`config.mk`:
```
export PLATFORM = sky130hd
export DESIGN_NAME = opm_reg_top
export DESIGN_NICKNAME = d
export VERILOG_FILES = /design/src/opm_bus_pkg.sv /design/src/opm_reg_pkg.sv /design/src/opm_bus_sync.sv /design/src/opm_lo_regs.sv /design/src/opm_ch_regs.sv /design/src/opm_status.sv /design/src/opm_reg_top.sv
export SDC_FILE = /design/constraint.sdc
export NUM_CORES = 1
export LEC_CHECK = 0
export BUFFER_PORTS_ARGS = -buffer_cell sky130_fd_sc_hd__buf_2
export CAP_MARGIN = 20
export CORE_MARGIN = 1.5
export CORE_UTILIZATION = 52
export DETAILED_ROUTE_END_ITERATION = 16
export PLACE_DENSITY = 0.8
export SLEW_MARGIN = 20
export SYNTH_ARGS = -nofsm -noshare
export SYNTH_HDL_FRONTEND = slang
export SYNTH_SLANG_ARGS = --single-unit
```
`constraint.sdc`:
```
create_clock -name i_EMUCLK -period 2.3 [get_ports i_EMUCLK]
set_clock_uncertainty 0.2 [all_clocks]
set_input_delay 0.46 -clock i_EMUCLK [delete_from_list [all_inputs] [get_ports i_EMUCLK]]
set_output_delay 0.46 -clock i_EMUCLK [all_outputs]
set_load 0.05 [all_outputs]
```
`src/opm_bus_pkg.sv`:
```
`default_nettype none

package opm_bus_pkg;

    ////////////////////////////////////////
    // host bus constants

    localparam int BUS_W       = 8;     // cpu data bus width
    localparam int BUSY_CYCLES = 32;    // write busy window in clocks

    ////////////////////////////////////////
    // synchronized load pulses

    // one-cycle strobes plus the latched bus byte
    typedef struct packed {
        logic              addr_ld;
        logic              data_ld;
        logic [BUS_W-1:0]  data;
    } bus_load_t;

    // low register addresses, used as opcodes by the decoder
    typedef enum logic [BUS_W-1:0] {
        LO_NOISE      = 8'h0F,
        LO_CLKA1      = 8'h10,  // timer A upper bits
        LO_CLKA2      = 8'h11,  // timer A lower bits
        LO_CLKB       = 8'h12,
        LO_TIMER_CTRL = 8'h14,
        LO_LFRQ       = 8'h18,
        LO_PMD_AMD    = 8'h19,  // d7 picks pmd or amd
        LO_WAVE       = 8'h1B
    } lo_addr_e;

endpackage

`default_nettype wire

```
`src/opm_reg_pkg.sv`:
```
`default_nettype none

package opm_reg_pkg;

    ////////////////////////////////////////
    // channel block

    localparam int         NUM_CH        = 8;
    localparam int         CH_W          = 3;       // channel number bits
    localparam logic [7:0] CH_BLOCK_BASE = 8'h20;   // 0x20-0x3F

    // address bits [4:3] inside the channel block
    typedef enum logic [1:0] {
        FLD_CONNECT = 2'd0,     // rl / fl / alg
        FLD_KC      = 2'd1,
        FLD_KF      = 2'd2,
        FLD_PMS_AMS = 2'd3
    } ch_field_e;

    typedef struct packed {
        logic [1:0] rl;     // right/left enable
        logic [2:0] fl;     // feedback level
        logic [2:0] alg;
        logic [6:0] kc;     // key code
        logic [5:0] kf;     // key fraction
        logic [2:0] pms;
        logic [1:0] ams;
    } ch_params_t;

    ////////////////////////////////////////
    // global registers

    typedef struct packed {
        logic [7:0] clka1;
        logic [1:0] clka2;
        logic [7:0] clkb;
        logic       run_a;
        logic       run_b;
        logic       irq_en_a;
        logic       irq_en_b;
    } timer_regs_t;

    typedef struct packed {
        logic frst_a;
        logic frst_b;
    } timer_frst_t;

    typedef struct packed {
        logic [7:0] lfrq;
        logic [6:0] pmd;
        logic [6:0] amd;
        logic [1:0] w;      // lfo waveform
    } lfo_regs_t;

    typedef struct packed {
        logic       ne;
        logic [4:0] nfrq;
    } noise_regs_t;

endpackage

`default_nettype wire

```
`src/opm_bus_sync.sv`:
```
`default_nettype none
`timescale 1ns/10ps

module opm_bus_sync (
    input  wire                             i_EMUCLK,
    input  wire                             mrst_n,
    input  wire                             i_cs_n,
    input  wire                             i_wr_n,
    input  wire                             i_a0,
    input  wire [opm_bus_pkg::BUS_W-1:0]    i_d,
    output opm_bus_pkg::bus_load_t          o_bus_ld
);

////////////////////////////////////////
// bus capture

logic                           wr_act;     // cs and wr both low
logic                           wr_act_q;
logic                           wr_start;
logic [opm_bus_pkg::BUS_W-1:0]  bus_byte;
logic                           areg_rq;
logic                           dreg_rq;
logic [2:0]                     areg_sync;  // [1:0] synchronizer, [2] edge
logic [2:0]                     dreg_sync;

assign wr_act   = ~(i_cs_n | i_wr_n);
assign wr_start = wr_act & ~wr_act_q;       // first sampled clock only

// byte follows the bus while the strobe is held
always_ff @(posedge i_EMUCLK or negedge mrst_n) begin
    if (!mrst_n) begin
        bus_byte <= '0;
    end else if (wr_act) begin
        bus_byte <= i_d;
    end
end

always_ff @(posedge i_EMUCLK or negedge mrst_n) begin
    if (!mrst_n) begin
        wr_act_q <= 1'b0;
        areg_rq  <= 1'b0;
        dreg_rq  <= 1'b0;
    end else begin
        wr_act_q <= wr_act;

        if (wr_start && !i_a0) areg_rq <= 1'b1;
        else if (areg_sync[1]) areg_rq <= 1'b0;     // cleared by its own pulse

        if (wr_start && i_a0) dreg_rq <= 1'b1;
        else if (dreg_sync[1]) dreg_rq <= 1'b0;
    end
end

////////////////////////////////////////
// synchronizer and pulse

always_ff @(posedge i_EMUCLK or negedge mrst_n) begin
    if (!mrst_n) begin
        areg_sync <= '0;
        dreg_sync <= '0;
    end else begin
        areg_sync <= {areg_sync[1:0], areg_rq};
        dreg_sync <= {dreg_sync[1:0], dreg_rq};
    end
end

always_comb begin
    o_bus_ld.addr_ld = areg_sync[1] & ~areg_sync[2];
    o_bus_ld.data_ld = dreg_sync[1] & ~dreg_sync[2];
    o_bus_ld.data    = bus_byte;
end

endmodule

`default_nettype wire

```
`src/opm_lo_regs.sv`:
```
`default_nettype none
`timescale 1ns/10ps

module opm_lo_regs (
    input  wire                             i_EMUCLK,
    input  wire                             mrst_n,
    input  wire opm_bus_pkg::bus_load_t     i_bus_ld,
    output opm_reg_pkg::timer_regs_t        o_timer,
    output opm_reg_pkg::timer_frst_t        o_timer_frst,
    output opm_reg_pkg::lfo_regs_t          o_lfo,
    output opm_reg_pkg::noise_regs_t        o_noise,
    output logic                            o_lfrq_update
);

logic [opm_bus_pkg::BUS_W-1:0]  din;
logic                           addr_hit;   // byte is a known low address
opm_bus_pkg::lo_addr_e          lo_sel;
logic                           lo_sel_vld;
logic                           reg_wr;

assign din    = i_bus_ld.data;
assign reg_wr = i_bus_ld.data_ld & lo_sel_vld;

////////////////////////////////////////
// address decode

always_comb begin
    case (din)
        opm_bus_pkg::LO_NOISE,
        opm_bus_pkg::LO_CLKA1,
        opm_bus_pkg::LO_CLKA2,
        opm_bus_pkg::LO_CLKB,
        opm_bus_pkg::LO_TIMER_CTRL,
        opm_bus_pkg::LO_LFRQ,
        opm_bus_pkg::LO_PMD_AMD,
        opm_bus_pkg::LO_WAVE:   addr_hit = 1'b1;
        default:                addr_hit = 1'b0;
    endcase
end

// valid stays until the next address byte
always_ff @(posedge i_EMUCLK or negedge mrst_n) begin
    if (!mrst_n) begin
        lo_sel     <= opm_bus_pkg::LO_NOISE;
        lo_sel_vld <= 1'b0;
    end else if (i_bus_ld.addr_ld) begin
        lo_sel     <= opm_bus_pkg::lo_addr_e'(din);
        lo_sel_vld <= addr_hit;
    end
end

////////////////////////////////////////
// global registers

always_ff @(posedge i_EMUCLK or negedge mrst_n) begin
    if (!mrst_n) begin
        o_timer       <= '0;
        o_timer_frst  <= '0;
        o_lfo         <= '0;
        o_noise       <= '0;
        o_lfrq_update <= 1'b0;
    end else begin
        o_timer_frst  <= '0;    // pulses last one clock
        o_lfrq_update <= 1'b0;
        if (reg_wr) begin
            case (lo_sel)
                opm_bus_pkg::LO_NOISE: begin
                    o_noise.ne   <= din[7];
                    o_noise.nfrq <= din[4:0];
                end
                opm_bus_pkg::LO_CLKA1: o_timer.clka1 <= din;
                opm_bus_pkg::LO_CLKA2: o_timer.clka2 <= din[1:0];
                opm_bus_pkg::LO_CLKB:  o_timer.clkb  <= din;
                opm_bus_pkg::LO_TIMER_CTRL: begin
                    o_timer.run_a       <= din[0];
                    o_timer.run_b       <= din[1];
                    o_timer.irq_en_a    <= din[2];
                    o_timer.irq_en_b    <= din[3];
                    o_timer_frst.frst_a <= din[4];  // flag reset only when set
                    o_timer_frst.frst_b <= din[5];
                end
                opm_bus_pkg::LO_LFRQ: begin
                    o_lfo.lfrq    <= din;
                    o_lfrq_update <= 1'b1;
                end
                opm_bus_pkg::LO_PMD_AMD: begin
                    if (din[7]) o_lfo.pmd <= din[6:0];
                    else        o_lfo.amd <= din[6:0];
                end
                opm_bus_pkg::LO_WAVE:  o_lfo.w <= din[1:0];
                default: ;
            endcase
        end
    end
end

endmodule

`default_nettype wire

```
`src/opm_ch_regs.sv`:
```
`default_nettype none
`timescale 1ns/10ps

module opm_ch_regs (
    input  wire                                 i_EMUCLK,
    input  wire                                 mrst_n,
    input  wire opm_bus_pkg::bus_load_t         i_bus_ld,
    output opm_reg_pkg::ch_params_t             o_ch,
    output logic [opm_reg_pkg::CH_W-1:0]        o_ch_slot
);

logic [opm_bus_pkg::BUS_W-1:0]  din;
logic                           ch_addr_hit;
opm_reg_pkg::ch_field_e         fld_q;      // field group of held address
logic [opm_reg_pkg::CH_W-1:0]   ch_q;       // channel of held address
logic                           addr_vld;
logic [opm_bus_pkg::BUS_W-1:0]  data_q;
logic                           data_vld;
logic [opm_reg_pkg::CH_W-1:0]   slot_q;
logic                           slot_hit;
opm_reg_pkg::ch_params_t        ch_sr [opm_reg_pkg::NUM_CH];
opm_reg_pkg::ch_params_t        ch_tail;
opm_reg_pkg::ch_params_t        ch_next;

assign din         = i_bus_ld.data;
assign ch_addr_hit = (din[7:5] == opm_reg_pkg::CH_BLOCK_BASE[7:5]);

////////////////////////////////////////
// temporary address / data

always_ff @(posedge i_EMUCLK or negedge mrst_n) begin
    if (!mrst_n) begin
        fld_q    <= opm_reg_pkg::FLD_CONNECT;
        ch_q     <= '0;
        addr_vld <= 1'b0;
        data_vld <= 1'b0;
    end else if (i_bus_ld.addr_ld) begin
        addr_vld <= ch_addr_hit;    // low address drops it
        data_vld <= 1'b0;
        if (ch_addr_hit) begin
            fld_q <= opm_reg_pkg::ch_field_e'(din[opm_reg_pkg::CH_W+1:opm_reg_pkg::CH_W]);
            ch_q  <= din[opm_reg_pkg::CH_W-1:0];
        end
    end else if (i_bus_ld.data_ld && addr_vld) begin
        data_vld <= 1'b1;
    end
end

always_ff @(posedge i_EMUCLK or negedge mrst_n) begin
    if (!mrst_n) begin
        data_q <= '0;
    end else if (i_bus_ld.data_ld && addr_vld) begin
        data_q <= din;
    end
end

////////////////////////////////////////
// slot counter and recirculation

// free running, wraps after NUM_CH
always_ff @(posedge i_EMUCLK or negedge mrst_n) begin
    if (!mrst_n) slot_q <= '0;
    else         slot_q <= slot_q + 1'b1;
end

assign slot_hit = data_vld & (slot_q == ch_q);
assign ch_tail  = ch_sr[opm_reg_pkg::NUM_CH-1];   // belongs to slot_q

// merge held byte into the passing channel
always_comb begin
    ch_next = ch_tail;
    if (slot_hit) begin
        case (fld_q)
            opm_reg_pkg::FLD_CONNECT: begin
                ch_next.rl  = data_q[7:6];
                ch_next.fl  = data_q[5:3];
                ch_next.alg = data_q[2:0];
            end
            opm_reg_pkg::FLD_KC: ch_next.kc = data_q[6:0];
            opm_reg_pkg::FLD_KF: ch_next.kf = data_q[7:2];
            opm_reg_pkg::FLD_PMS_AMS: begin
                ch_next.pms = data_q[6:4];
                ch_next.ams = data_q[1:0];
            end
            default: ;
        endcase
    end
end

always_ff @(posedge i_EMUCLK or negedge mrst_n) begin
    if (!mrst_n) begin
        for (int i = 0; i < opm_reg_pkg::NUM_CH; i++) ch_sr[i] <= '0;
    end else begin
        ch_sr[0] <= ch_next;
        for (int i = 1; i < opm_reg_pkg::NUM_CH; i++) ch_sr[i] <= ch_sr[i-1];
    end
end

assign o_ch      = ch_tail;
assign o_ch_slot = slot_q;

endmodule

`default_nettype wire

```
`src/opm_status.sv`:
```
`default_nettype none
`timescale 1ns/10ps

module opm_status (
    input  wire                             i_EMUCLK,
    input  wire                             mrst_n,
    input  wire opm_bus_pkg::bus_load_t     i_bus_ld,
    input  wire                             i_cs_n,
    input  wire                             i_rd_n,
    input  wire                             i_a0,
    input  wire                             i_timera_flag,
    input  wire                             i_timerb_flag,
    output logic [opm_bus_pkg::BUS_W-1:0]   o_d,
    output logic                            o_ctrl_oe
);

localparam logic [4:0] BUSY_LAST = 5'(opm_bus_pkg::BUSY_CYCLES - 1);

logic       busy;
logic [4:0] busy_cnt;

// write busy window, restarted by every data byte
always_ff @(posedge i_EMUCLK or negedge mrst_n) begin
    if (!mrst_n) begin
        busy     <= 1'b0;
        busy_cnt <= '0;
    end else if (i_bus_ld.data_ld) begin
        busy     <= 1'b1;
        busy_cnt <= '0;
    end else if (busy) begin
        if (busy_cnt == BUSY_LAST) busy <= 1'b0;
        busy_cnt <= busy_cnt + 1'b1;
    end
end

assign o_d       = {busy, 5'b00000, i_timera_flag, i_timerb_flag};
assign o_ctrl_oe = ~(i_cs_n | i_rd_n | i_a0);   // status read only

endmodule

`default_nettype wire

```
`src/opm_reg_top.sv`:
```
`default_nettype none
`timescale 1ns/10ps

module opm_reg_top (
    input  wire                             i_EMUCLK,
    input  wire                             mrst_n,

    // host bus
    input  wire                             i_cs_n,
    input  wire                             i_wr_n,
    input  wire                             i_rd_n,
    input  wire                             i_a0,
    input  wire [opm_bus_pkg::BUS_W-1:0]    i_d,
    output wire [opm_bus_pkg::BUS_W-1:0]    o_d,
    output wire                             o_ctrl_oe,

    // timer flags for the status byte
    input  wire                             i_timera_flag,
    input  wire                             i_timerb_flag,

    // register outputs
    output opm_reg_pkg::timer_regs_t        o_timer,
    output opm_reg_pkg::timer_frst_t        o_timer_frst,
    output opm_reg_pkg::lfo_regs_t          o_lfo,
    output opm_reg_pkg::noise_regs_t        o_noise,
    output wire                             o_lfrq_update,
    output opm_reg_pkg::ch_params_t         o_ch,
    output wire [opm_reg_pkg::CH_W-1:0]     o_ch_slot
);

opm_bus_pkg::bus_load_t bus_ld;

////////////////////////////////////////
// bus side

opm_bus_sync u_bus_sync (
    .i_EMUCLK (i_EMUCLK),
    .mrst_n   (mrst_n),
    .i_cs_n   (i_cs_n),
    .i_wr_n   (i_wr_n),
    .i_a0     (i_a0),
    .i_d      (i_d),
    .o_bus_ld (bus_ld)
);

opm_status u_status (
    .i_EMUCLK      (i_EMUCLK),
    .mrst_n        (mrst_n),
    .i_bus_ld      (bus_ld),
    .i_cs_n        (i_cs_n),
    .i_rd_n        (i_rd_n),
    .i_a0          (i_a0),
    .i_timera_flag (i_timera_flag),
    .i_timerb_flag (i_timerb_flag),
    .o_d           (o_d),
    .o_ctrl_oe     (o_ctrl_oe)
);

////////////////////////////////////////
// register banks

opm_lo_regs u_lo_regs (
    .i_EMUCLK      (i_EMUCLK),
    .mrst_n        (mrst_n),
    .i_bus_ld      (bus_ld),
    .o_timer       (o_timer),
    .o_timer_frst  (o_timer_frst),
    .o_lfo         (o_lfo),
    .o_noise       (o_noise),
    .o_lfrq_update (o_lfrq_update)
);

opm_ch_regs u_ch_regs (
    .i_EMUCLK  (i_EMUCLK),
    .mrst_n    (mrst_n),
    .i_bus_ld  (bus_ld),
    .o_ch      (o_ch),
    .o_ch_slot (o_ch_slot)
);

endmodule

`default_nettype wire

```
; ---- Yosys cells after proc, flatten, opt, wreduce, memory -nomap -nowiden
; Memories as Yosys holds them, arrays and structs flattened.
; Index checks and enable logic that the tools add are counted.
[classes]
add_sub_neg = 2
n_eq_ne = 14
muxes = 21
bitwise_logic = 14
reduce_logical = 20
[ops]
columns = cell, n
row1 = $eq 8x5->1 const B, 7
row2 = $mux 26, 1
row3 = $reduce_and 2->1, 8
row4 = $mux 5, 3
row5 = $mux 1, 12
row6 = $eq 8x4->1 const B, 1
row7 = $mux 8, 1
row8 = $reduce_bool 2->1, 4
row9 = $mux 7, 1
row10 = $mux 6, 1
row11 = $not 1->1, 6
row12 = $reduce_and 3->1, 2
row13 = $add 5x1->5 const B, 1
row14 = $and 1x1->1, 5
row15 = $eq 5x5->1 const B, 1
row16 = $eq 2x2->1 const B, 2
row17 = $mux 2, 2
row18 = $add 3x1->3 const B, 1
row19 = $eq 3x1->1 const B, 1
row20 = $eq 3x3->1, 1
row21 = $logic_and 1x1->1, 3
row22 = $logic_not 3->1, 1
row23 = $or 1x1->1, 3
row24 = $eq 2x1->1 const B, 1
row25 = other kinds (2), 2
[word_totals]
ff_bits = 313
rom_bits = 32
inputBits = 16
elab_cells = 160
memories = 1
[mem_list]
columns = memory, words, word_bits, rd, rd_ports_with_merged_regs, wr, line
row1 = (no name shown), 32, 1, 1, 0, 0, opm_lo_regs.sv:28  ; case (din)

; ---- Logic depth before layout (Yosys ltp)
; Gate-level depths: netlist (run 1).
[logic_depth]
depth_word = 5
mapped_depth = 5
ltp_nobuf = 5

; ---- By module
; A second synthesis (run 1) with hierarchy kept.
[hier_totals]
hier_cells = 546
area_unflattened_um2 = 10034.6
[modules_own_cells]
columns = module, instances, cells_each, area_each_um2
row1 = opm_ch_regs, 1, 312, 6512.5
row2 = opm_lo_regs, 1, 166, 2570.0
row3 = opm_bus_sync, 1, 33, 569.3
row4 = opm_status, 1, 35, 382.9

; ---- Least setup slack after synthesis (run 1)
; Ideal clock, no wire load.
[synth_path]
kind = register -> register
start = register u_ch_regs.slot_q, in the netlist u_ch_regs.o_ch_slot[1]
end = register u_ch_regs.ch_sr[187] (netlist bit)
setup_time_ps = 125
t_arrival_ps = 2003
required_ps = 1975
setup_slack_ps = -28
stages_incl_launch_ff = 4
path_buffers = 0
period_less_slack_ps = 2328
path_cell_list = dfrtp_1 -> xor2_1 -> nor4_1 -> mux2_2
[synth_rtl]
columns = element, line
row1 = from (decl), opm_ch_regs.sv:19  ; logic [opm_reg_pkg::CH_W-1:0] slot_q;
row2 = from (signal assigned), opm_ch_regs.sv:63  ; else slot_q <= slot_q + 1'b1;
row3 = to (decl), opm_ch_regs.sv:21  ; opm_reg_pkg::ch_params_t ch_sr [opm_reg_pkg::NUM_CH];

; ---- Worst setup path in the final report (run 1)
[layout_path]
start = register u_lo_regs.lo_sel[5]
end = register, netlist name u_lo_regs.o_timer[5]
[layout_between]
elab_chain_len = 2
[layout_rtl]
columns = element, line
row1 = from (decl), opm_lo_regs.sv:17  ; opm_bus_pkg::lo_addr_e lo_sel;
row2 = from (signal assigned), opm_lo_regs.sv:44  ; lo_sel <= opm_bus_pkg::LO_NOISE;
row3 = from (signal assigned), opm_lo_regs.sv:47  ; lo_sel <= opm_bus_pkg::lo_addr_e'(din);
row4 = $eq 8x5->1, opm_lo_regs.sv:66  ; case (lo_sel)
row5 = $reduce_and 2->1 (no source line), --
; No other way between the ends.
; A chain may end at the register's enable or synchronous reset.

==> impl_metrics.prom, run 1 <==
# TYPE chip_impl_metric gauge
chip_impl_info{name="run_status",value="finished clean"} 1
chip_impl_info{name="synthFlopType",value="sky130_fd_sc_hd__dfrtp_1"} 1
chip_impl_metric{name="power_density",unit="nW/µm²"} 1070
chip_impl_metric{name="fraction_of_final_layout_cells_with_drive_strength_greater_than_1",unit="%"} 41.1
chip_impl_metric{name="port_buffers",unit=""} 99
chip_impl_metric{name="cts_max_path_buffers",unit=""} 3
chip_impl_info{name="r2r-start",value="u_lo_regs.lo_sel[5]"} 1
chip_impl_metric{name="drt_drc_violations_left",unit=""} 0
chip_impl_metric{name="antenna_left",unit=""} 0
chip_impl_metric{name="period_share",unit="%"} 98.0
chip_impl_metric{name="drv_cap",unit=""} 0
chip_impl_info{name="layout_commonest_cell",value="sky130_fd_sc_hd__dfrtp_1"} 1
chip_impl_metric{name="stdcell_count",unit=""} 934
chip_impl_metric{name="finalMaxSlewViolations",unit=""} 0
chip_impl_info{name="setup.worst_path.start",value="u_lo_regs.lo_sel[5]"} 1
chip_impl_metric{name="worst_slew_pin_slew",unit="ns"} 0.734
chip_impl_metric{name="post_synth_edffs",unit=""} 0
chip_impl_metric{name="ys_warn_count",unit=""} 0
chip_impl_info{name="root_buffer",value="sky130_fd_sc_hd__clkbuf_16"} 1
chip_impl_metric{name="postLayoutSetupSlackWorst",unit="ns"} 0.0457
chip_impl_metric{name="clkLatencyLatePin",unit="ns"} 0.55
chip_impl_metric{name="std_cell_rows",unit=""} 50
chip_impl_metric{name="slew-limit-headroom",unit="%"} 50.9
chip_impl_metric{name="period_needed",unit="ns"} 2.25
chip_impl_metric{name="setup_violations",unit=""} 0
chip_impl_metric{name="core_area",unit="µm²"} 18800
chip_impl_metric{name="num_antenna_cells",unit=""} 0
chip_impl_metric{name="cts-buffers-inserted",unit=""} 30
chip_impl_metric{name="layout.cell_area.non_filler",unit="µm²"} 11900
chip_impl_metric{name="synthesis.area",unit="µm²"} 9980
chip_impl_metric{name="hold_viol_final",unit=""} 0
chip_impl_info{name="grt_setup_unrepaired",value="false"} 1
chip_impl_metric{name="routabilityCongestion",unit=""} 0.833
chip_impl_metric{name="clock.fmax",unit="GHz"} 0.444
chip_impl_metric{name="clk_transition_reported_paths",unit="ns"} 0.06
chip_impl_metric{name="leakage",unit="nW"} 6.41
chip_impl_metric{name="cts_sinks",unit=""} 313
chip_impl_info{name="crit_chain",value="or4b_4, or4_4, mux2_4"} 1
chip_impl_metric{name="netlist_instances",unit=""} 557
chip_impl_metric{name="async_flop_share",unit="%"} 100
chip_impl_metric{name="initial_antenna_violation_count",unit=""} 0
chip_impl_metric{name="areaGrowthSynthToFinish",unit="%"} 19.5
chip_impl_metric{name="die-area",unit="µm²"} 20000
chip_impl_metric{name="synth_area_per_cell",unit="µm²"} 17.9
chip_impl_metric{name="grt_pass1_wl",unit="µm"} 30700
chip_impl_metric{name="flip_flop_and_latch_count_after_synthesis",unit=""} 313
chip_impl_metric{name="dpl_cell_area",unit="µm²"} 10700
chip_impl_metric{name="place.detailed.hpwl",unit="µm"} 11700
chip_impl_metric{name="wl_per_cell",unit="µm"} 20.3
chip_impl_metric{name="fp.dieW",unit="µm"} 142
chip_impl_metric{name="worst-endpoint-arrival",unit="ns"} 2.48
chip_impl_metric{name="post-place-cells",unit=""} 868
chip_impl_metric{name="fin_tns_setup",unit="ns"} 0
chip_impl_info{name="worst_hold_startpoint",value="i_a0"} 1
chip_impl_metric{name="first_global_vias",unit=""} 5464
chip_impl_metric{name="grt_usage",unit="%"} 20.2
chip_impl_info{name="crit_path_end_kind",value="register"} 1
chip_impl_metric{name="yosysUniqueCellTypes",unit=""} 40
chip_impl_info{name="critical-path-slowest-cell",value="sky130_fd_sc_hd__or4_4"} 1
chip_impl_metric{name="critical_path_required",unit="ns"} 2.52
chip_impl_metric{name="initial_core_util",unit="%"} 53.2
chip_impl_metric{name="cts-htree-levels",unit=""} 1
chip_impl_info{name="cp-start-kind",value="register"} 1
chip_impl_info{name="holdCritPathClass",value="input port to register"} 1
chip_impl_metric{name="wl",unit="µm"} 19000
chip_impl_metric{name="number_of_vias_in_the_routed_layout",unit=""} 4810
chip_impl_metric{name="cp_max_fo",unit=""} 8
chip_impl_metric{name="power",unit="mW"} 12.8
chip_impl_metric{name="ioPinCount",unit=""} 109
chip_impl_metric{name="grt_max_degree",unit=""} 80
chip_impl_metric{name="vdd_drop_max",unit="µV"} 624
chip_impl_metric{name="dr.pass1.iters",unit=""} 4
chip_impl_info{name="layout.cells.most_common_list",value="sky130_fd_sc_hd__dfrtp_1, sky130_fd_sc_hd__buf_2, sky130_fd_sc_hd__mux2_2, sky130_fd_sc_hd__clkbuf_16, sky130_fd_sc_hd__buf_4"} 1
chip_impl_metric{name="fp.dieH",unit="µm"} 142
chip_impl_info{name="tritoncts",value="done"} 1
chip_impl_metric{name="detailedPlace.worstSlack",unit="ns"} -0.0284
chip_impl_info{name="critical_path_class",value="register to register"} 1
chip_impl_metric{name="layout.nets",unit=""} 696
chip_impl_metric{name="congestion_overflow_gr",unit=""} 0
chip_impl_metric{name="filler_cell_count",unit=""} 1281
chip_impl_metric{name="seq_area_frac_synth",unit="%"} 78.6
chip_impl_metric{name="via_per_inst",unit=""} 5.15
chip_impl_metric{name="timing.critical_path.slowest_cell_delay",unit="ns"} 0.66
chip_impl_metric{name="number_of_design_rule_violations_left_by_the_first_detailed_router_iteration",unit=""} 250
-- cell usage after synthesis (all sizes together), types with 2 or more instances --
| cell | number | area [µm²] |
|---|---|---|
| dfrtp | 309 | 7730 |
| mux2 | 103 | 1210 |
| buf | 36 | 278 |
| clkbuf | 13 | 48.8 |
| nor2 | 11 | 41.3 |
| o21ai | 9 | 45.0 |
| nand4 | 7 | 43.8 |
| inv | 6 | 22.5 |
| nand2 | 6 | 22.5 |
| xor2 | 6 | 52.6 |
| nand3b | 5 | 37.5 |
| nor2b | 5 | 31.3 |
| nor4 | 5 | 37.5 |
| dfstp | 4 | 105 |
| ha | 3 | 37.5 |
| or4 | 3 | 26.3 |
| and3 | 2 | 12.5 |
| and3b | 2 | 17.5 |
| mux2i | 2 | 20.0 |
| nand2b | 2 | 12.5 |
| nand3 | 2 | 10.0 |
| nor3 | 2 | 10.0 |
-- area by class of cell --
class | count | area, µm² | share of cell area [%]
clock buffer | 39 | 825 | 6.92
clock inverter | 16 | 300 | 2.52
inverter | 6 | 22.5 | 0.189
multi-input combinational | 193 | 1810 | 15.2
sequential | 313 | 7840 | 65.8
tap | 234 | 293 | 2.46
timing repair buffer | 133 | 826 | 6.93
-- stage by stage --
step	utilization [%]	hold WS (ns)
after CTS	63.5	0.0339
after global routing	63.5	0.0496
after detailed placement	56.9	0.135
final	63.5	0.0393
after floorplan	-	-0.0356
after global placement	56.9	0.131
-- report_power, final --
group | internal, mW | switching (mW)
Combinational | 0.438 | 0.546
Sequential | 5.92 | 0.401
Clock | 3.43 | 2.03
-- cells by family (layout without fill, tap and decap cells) --
logic type	count (synthesis)	in the layout	synth area share, %
buf+inv	55	194	3.50
flops	313	313	78.6
mux	105	105	12.4
xor+xnor	7	7	0.615
simple gates	57	57	3.55
fa+ha+maj	3	3	0.376
compound gates	16	16	1.00
other cells	1	5	0.0376
-- critical path, delay by kind of cell, from the launching register on --
family / cells / cell delay (ns)
and+or+nand+nor: 2 / 1.22
DFF: 1 / 0.38
muxes: 1 / 0.34
-- flip-flops by register name, summed over array words and instances (netlist names), 2 cells and up --
register,flops
u_ch_regs.ch_sr,182
u_ch_regs.o_ch,26
u_lo_regs.o_lfo,24
u_lo_regs.o_timer,22
u_bus_sync.bus_byte,8
u_ch_regs.data_q,8
u_lo_regs.lo_sel,8
u_lo_regs.o_noise,6
u_status.busy_cnt,5
u_bus_sync.areg_sync,3
u_bus_sync.dreg_sync,3
u_ch_regs.ch_q,3
u_ch_regs.o_ch_slot,3
u_ch_regs.fld_q,2
u_lo_regs.o_timer_frst,2
-- worst paths after layout --
check                                            end  slack, ns  depth (start not counted)
max in group asynchronous        u_lo_regs.lo_sel[0]       0.89                          3
worst min register to register  u_ch_regs.ch_sr[170]       0.13                          0
worst max-delay path            u_lo_regs.o_timer[5]       0.05                          3
worst min-delay path              u_bus_sync.dreg_rq       0.04                          3
min in group asynchronous        u_ch_regs.ch_sr[39]       0.22                          2
worst max register to register  u_lo_regs.o_timer[5]       0.05                          3
-- routing by layer --
| metal | routed length [µm] | up-vias | global-route usage [%] |
|---|---|---|---|
| li1 | - | 2087 | - |
| met1 | 7940 | 2541 | 26.1 |
| met2 | 9690 | 148 | 35.1 |
| met3 | 1020 | 34 | 4.89 |
| met4 | 350 | 0 | 4.07 |
| met5 | 0 | - | 0 |
-- what timing repair did --
action | in CTS | in global routing
pin swaps | 0 | 1
resized for setup | 1 | 0
setup buffers | 0 | 0
endpoints found under the setup margin | 6 | 4
hold endpoints to repair | 63 | 0
hold buffers | 11 | 0
No activity file was read; power rests on OpenSTA's default activity.
==> run 2, diff against run 1 <==
- REMOVE_ABC_BUFFERS: not set -> 1
==> run 2 against run 1 <==
Against the previous run:
- final cell count grew 0.21%
- largest cell class unchanged
- worst hold slack gained 0.046 ns
- register-to-register slack lost 0.02 ns
- critical endpoint is now u_lo_regs.o_timer[4]
- total power shrank 5.8%
- highest routed layer unchanged
- largest power group unchanged
- utilization shrank 0.61 points
==> impl_metrics.prom, run 2 (synthesis gave the netlist of run 1 again) <==
# TYPE chip_impl_metric gauge
chip_impl_info{name="run_status",value="finished clean"} 1
chip_impl_metric{name="clkLatencyLatePin",unit="ns"} 0.55
chip_impl_metric{name="die-area",unit="µm²"} 20000
chip_impl_metric{name="antenna_left",unit=""} 0
chip_impl_metric{name="areaGrowthSynthToFinish",unit="%"} 18.3
chip_impl_metric{name="leakage",unit="nW"} 6.37
chip_impl_metric{name="grt_max_degree",unit=""} 73
chip_impl_metric{name="place.detailed.hpwl",unit="µm"} 11800
chip_impl_metric{name="via_per_inst",unit=""} 5.04
chip_impl_metric{name="filler_cell_count",unit=""} 1321
chip_impl_info{name="holdCritPathClass",value="input port to register"} 1
chip_impl_metric{name="ioPinCount",unit=""} 109
chip_impl_metric{name="period_needed",unit="ns"} 2.28
chip_impl_info{name="layout_commonest_cell",value="sky130_fd_sc_hd__dfrtp_1"} 1
chip_impl_metric{name="wl",unit="µm"} 18600
chip_impl_metric{name="fp.dieH",unit="µm"} 142
chip_impl_metric{name="setup_violations",unit=""} 0
chip_impl_metric{name="hold_ws",unit="ns"} 0.0856
chip_impl_metric{name="drv_cap",unit=""} 0
chip_impl_metric{name="grt_usage",unit="%"} 19.4
chip_impl_info{name="tritoncts",value="done"} 1
chip_impl_metric{name="wl_per_cell",unit="µm"} 19.8
chip_impl_metric{name="grt_pass1_wl",unit="µm"} 29400
chip_impl_metric{name="fp.dieW",unit="µm"} 142
chip_impl_metric{name="layout.cell_area.non_filler",unit="µm²"} 11800
chip_impl_metric{name="largest_reg_flops",unit=""} 182
chip_impl_metric{name="fin_tns_setup",unit="ns"} 0
chip_impl_metric{name="drt_drc_violations_left",unit=""} 0
chip_impl_metric{name="period_share",unit="%"} 99.0
chip_impl_metric{name="worst-endpoint-arrival",unit="ns"} 2.50
chip_impl_metric{name="clock.fmax",unit="GHz"} 0.439
chip_impl_metric{name="cts_sinks",unit=""} 313
chip_impl_metric{name="initial_antenna_violation_count",unit=""} 0
chip_impl_metric{name="layout.nets",unit=""} 699
chip_impl_metric{name="cp_max_fo",unit=""} 8
chip_impl_metric{name="layout.area.seq",unit="µm²"} 7840
chip_impl_metric{name="dpl_cell_area",unit="µm²"} 10700
chip_impl_info{name="layout.cells.most_common_list",value="sky130_fd_sc_hd__dfrtp_1, sky130_fd_sc_hd__buf_2, sky130_fd_sc_hd__mux2_2, sky130_fd_sc_hd__clkbuf_16, sky130_fd_sc_hd__buf_4"} 1
chip_impl_metric{name="first_global_vias",unit=""} 5210
chip_impl_metric{name="critical_path_required",unit="ns"} 2.52
chip_impl_metric{name="congestion_overflow_gr",unit=""} 0
chip_impl_metric{name="std_cell_rows",unit=""} 50
chip_impl_metric{name="slew-limit-headroom",unit="%"} 56.2
chip_impl_metric{name="final_core_util",unit="%"} 62.9
chip_impl_info{name="root_buffer",value="sky130_fd_sc_hd__clkbuf_16"} 1
chip_impl_metric{name="initial_core_util",unit="%"} 53.2
chip_impl_metric{name="finalMaxSlewViolations",unit=""} 0
chip_impl_metric{name="power",unit="mW"} 12.0
chip_impl_metric{name="vdd_drop_max",unit="µV"} 620
chip_impl_metric{name="port_buffers",unit=""} 99
chip_impl_metric{name="dr.pass1.iters",unit=""} 4
chip_impl_metric{name="worst_slew_pin_slew",unit="ns"} 0.656
chip_impl_info{name="regMostFlops",value="u_ch_regs.ch_sr"} 1
chip_impl_metric{name="core_area",unit="µm²"} 18800
chip_impl_info{name="crit_path_end_kind",value="register"} 1
chip_impl_metric{name="number_of_design_rule_violations_left_by_the_first_detailed_router_iteration",unit=""} 234
chip_impl_metric{name="fraction_of_final_layout_cells_with_drive_strength_greater_than_1",unit="%"} 41.2
chip_impl_metric{name="routabilityCongestion",unit=""} 0.835
chip_impl_metric{name="cts-htree-levels",unit=""} 1
chip_impl_metric{name="number_of_vias_in_the_routed_layout",unit=""} 4714
chip_impl_info{name="cp-start-kind",value="register"} 1
chip_impl_info{name="critical_path_class",value="register to register"} 1
chip_impl_metric{name="num_antenna_cells",unit=""} 0
chip_impl_metric{name="cts-buffers-inserted",unit=""} 28
chip_impl_metric{name="cts_max_path_buffers",unit=""} 3
chip_impl_metric{name="hold_viol_final",unit=""} 0
chip_impl_metric{name="multi_input_area",unit="µm²"} 1810
chip_impl_metric{name="clk_transition_reported_paths",unit="ns"} 0.06
chip_impl_metric{name="power_density",unit="nW/µm²"} 1020
[run 2: changes by cell type in the layout (fill, tap and decap cells not counted), sizes merged]
cell | before | now
clkinv | 5 | 11
bufinv | 8 | 3
dlygate4sd3 | 11 | 12
buf | 122 | 126
inv | 7 | 6
clkbuf | 39 | 36
[run 2: layout make-up]
class	instances	share of cell area [%]
Tap cell	234	2.48
Timing Repair Buffer	138	7.47
Clock buffer	36	6.53
Inverter	6	0.191
Clock inverter	16	1.60
Sequential cell	313	66.4
Multi-Input combinational cell	193	15.3
[run 2: timing repair]
action,4_1_cts,5_1_grt
setup buffers,0,1
hold endpoints to repair,73,0
setup endpoints to repair,1,6
hold buffers,12,0
resized for setup,1,1
[run 2: routing by layer]
metal	vias to the layer above	track usage (%)	share of wire, %
li1	2079	-	-
met1	2479	25.7	43
met2	122	33.1	50
met3	34	3.85	4.6
met4	0	5.15	2.2
met5	-	0	0
[run 2: worst max-delay path, stage by stage (launching register included)]
cell and delay, ns:
sky130_fd_sc_hd__dfrtp_1 0.38, sky130_fd_sc_hd__or4b_4 0.57, sky130_fd_sc_hd__or4_4 0.66, sky130_fd_sc_hd__mux2_4 0.34
[run 2: worst paths after layout]
| kind | startpoint | to | slack, ns | depth (start not counted) |
|---|---|---|---|---|
| min in group asynchronous | mrst_n | u_ch_regs.o_ch[20] | 0.27 | 2 |
| max reg2reg | u_lo_regs.lo_sel[5] | u_lo_regs.o_timer[4] | 0.02 | 3 |
| max | u_lo_regs.lo_sel[5] | u_lo_regs.o_timer[4] | 0.02 | 3 |
| min reg2reg | u_ch_regs.ch_sr[140] | u_ch_regs.ch_sr[114] | 0.14 | 0 |
| max in group asynchronous | mrst_n | u_ch_regs.ch_sr[36] | 0.86 | 3 |
| min | i_cs_n | u_bus_sync.wr_act_q | 0.09 | 3 |
[run 2: where the power goes]
part	internal [mW]	switching, mW	leakage, nW
clock network	2.73	2.00	0.472
logic	0.441	0.552	1.61
registers	5.92	0.385	4.29
total	9.08	2.93	6.37
[run 2: per-stage QoR]
| step | std cells | setup WS, ns |
|---|---|---|
| after floorplan | 512 | -0.0281 |
| after global placement | 871 | 0.0437 |
| after detailed placement | 871 | 0.00511 |
| after CTS | 935 | 0.00666 |
| after global routing | 936 | -0.00238 |
| final | 936 | 0.0239 |
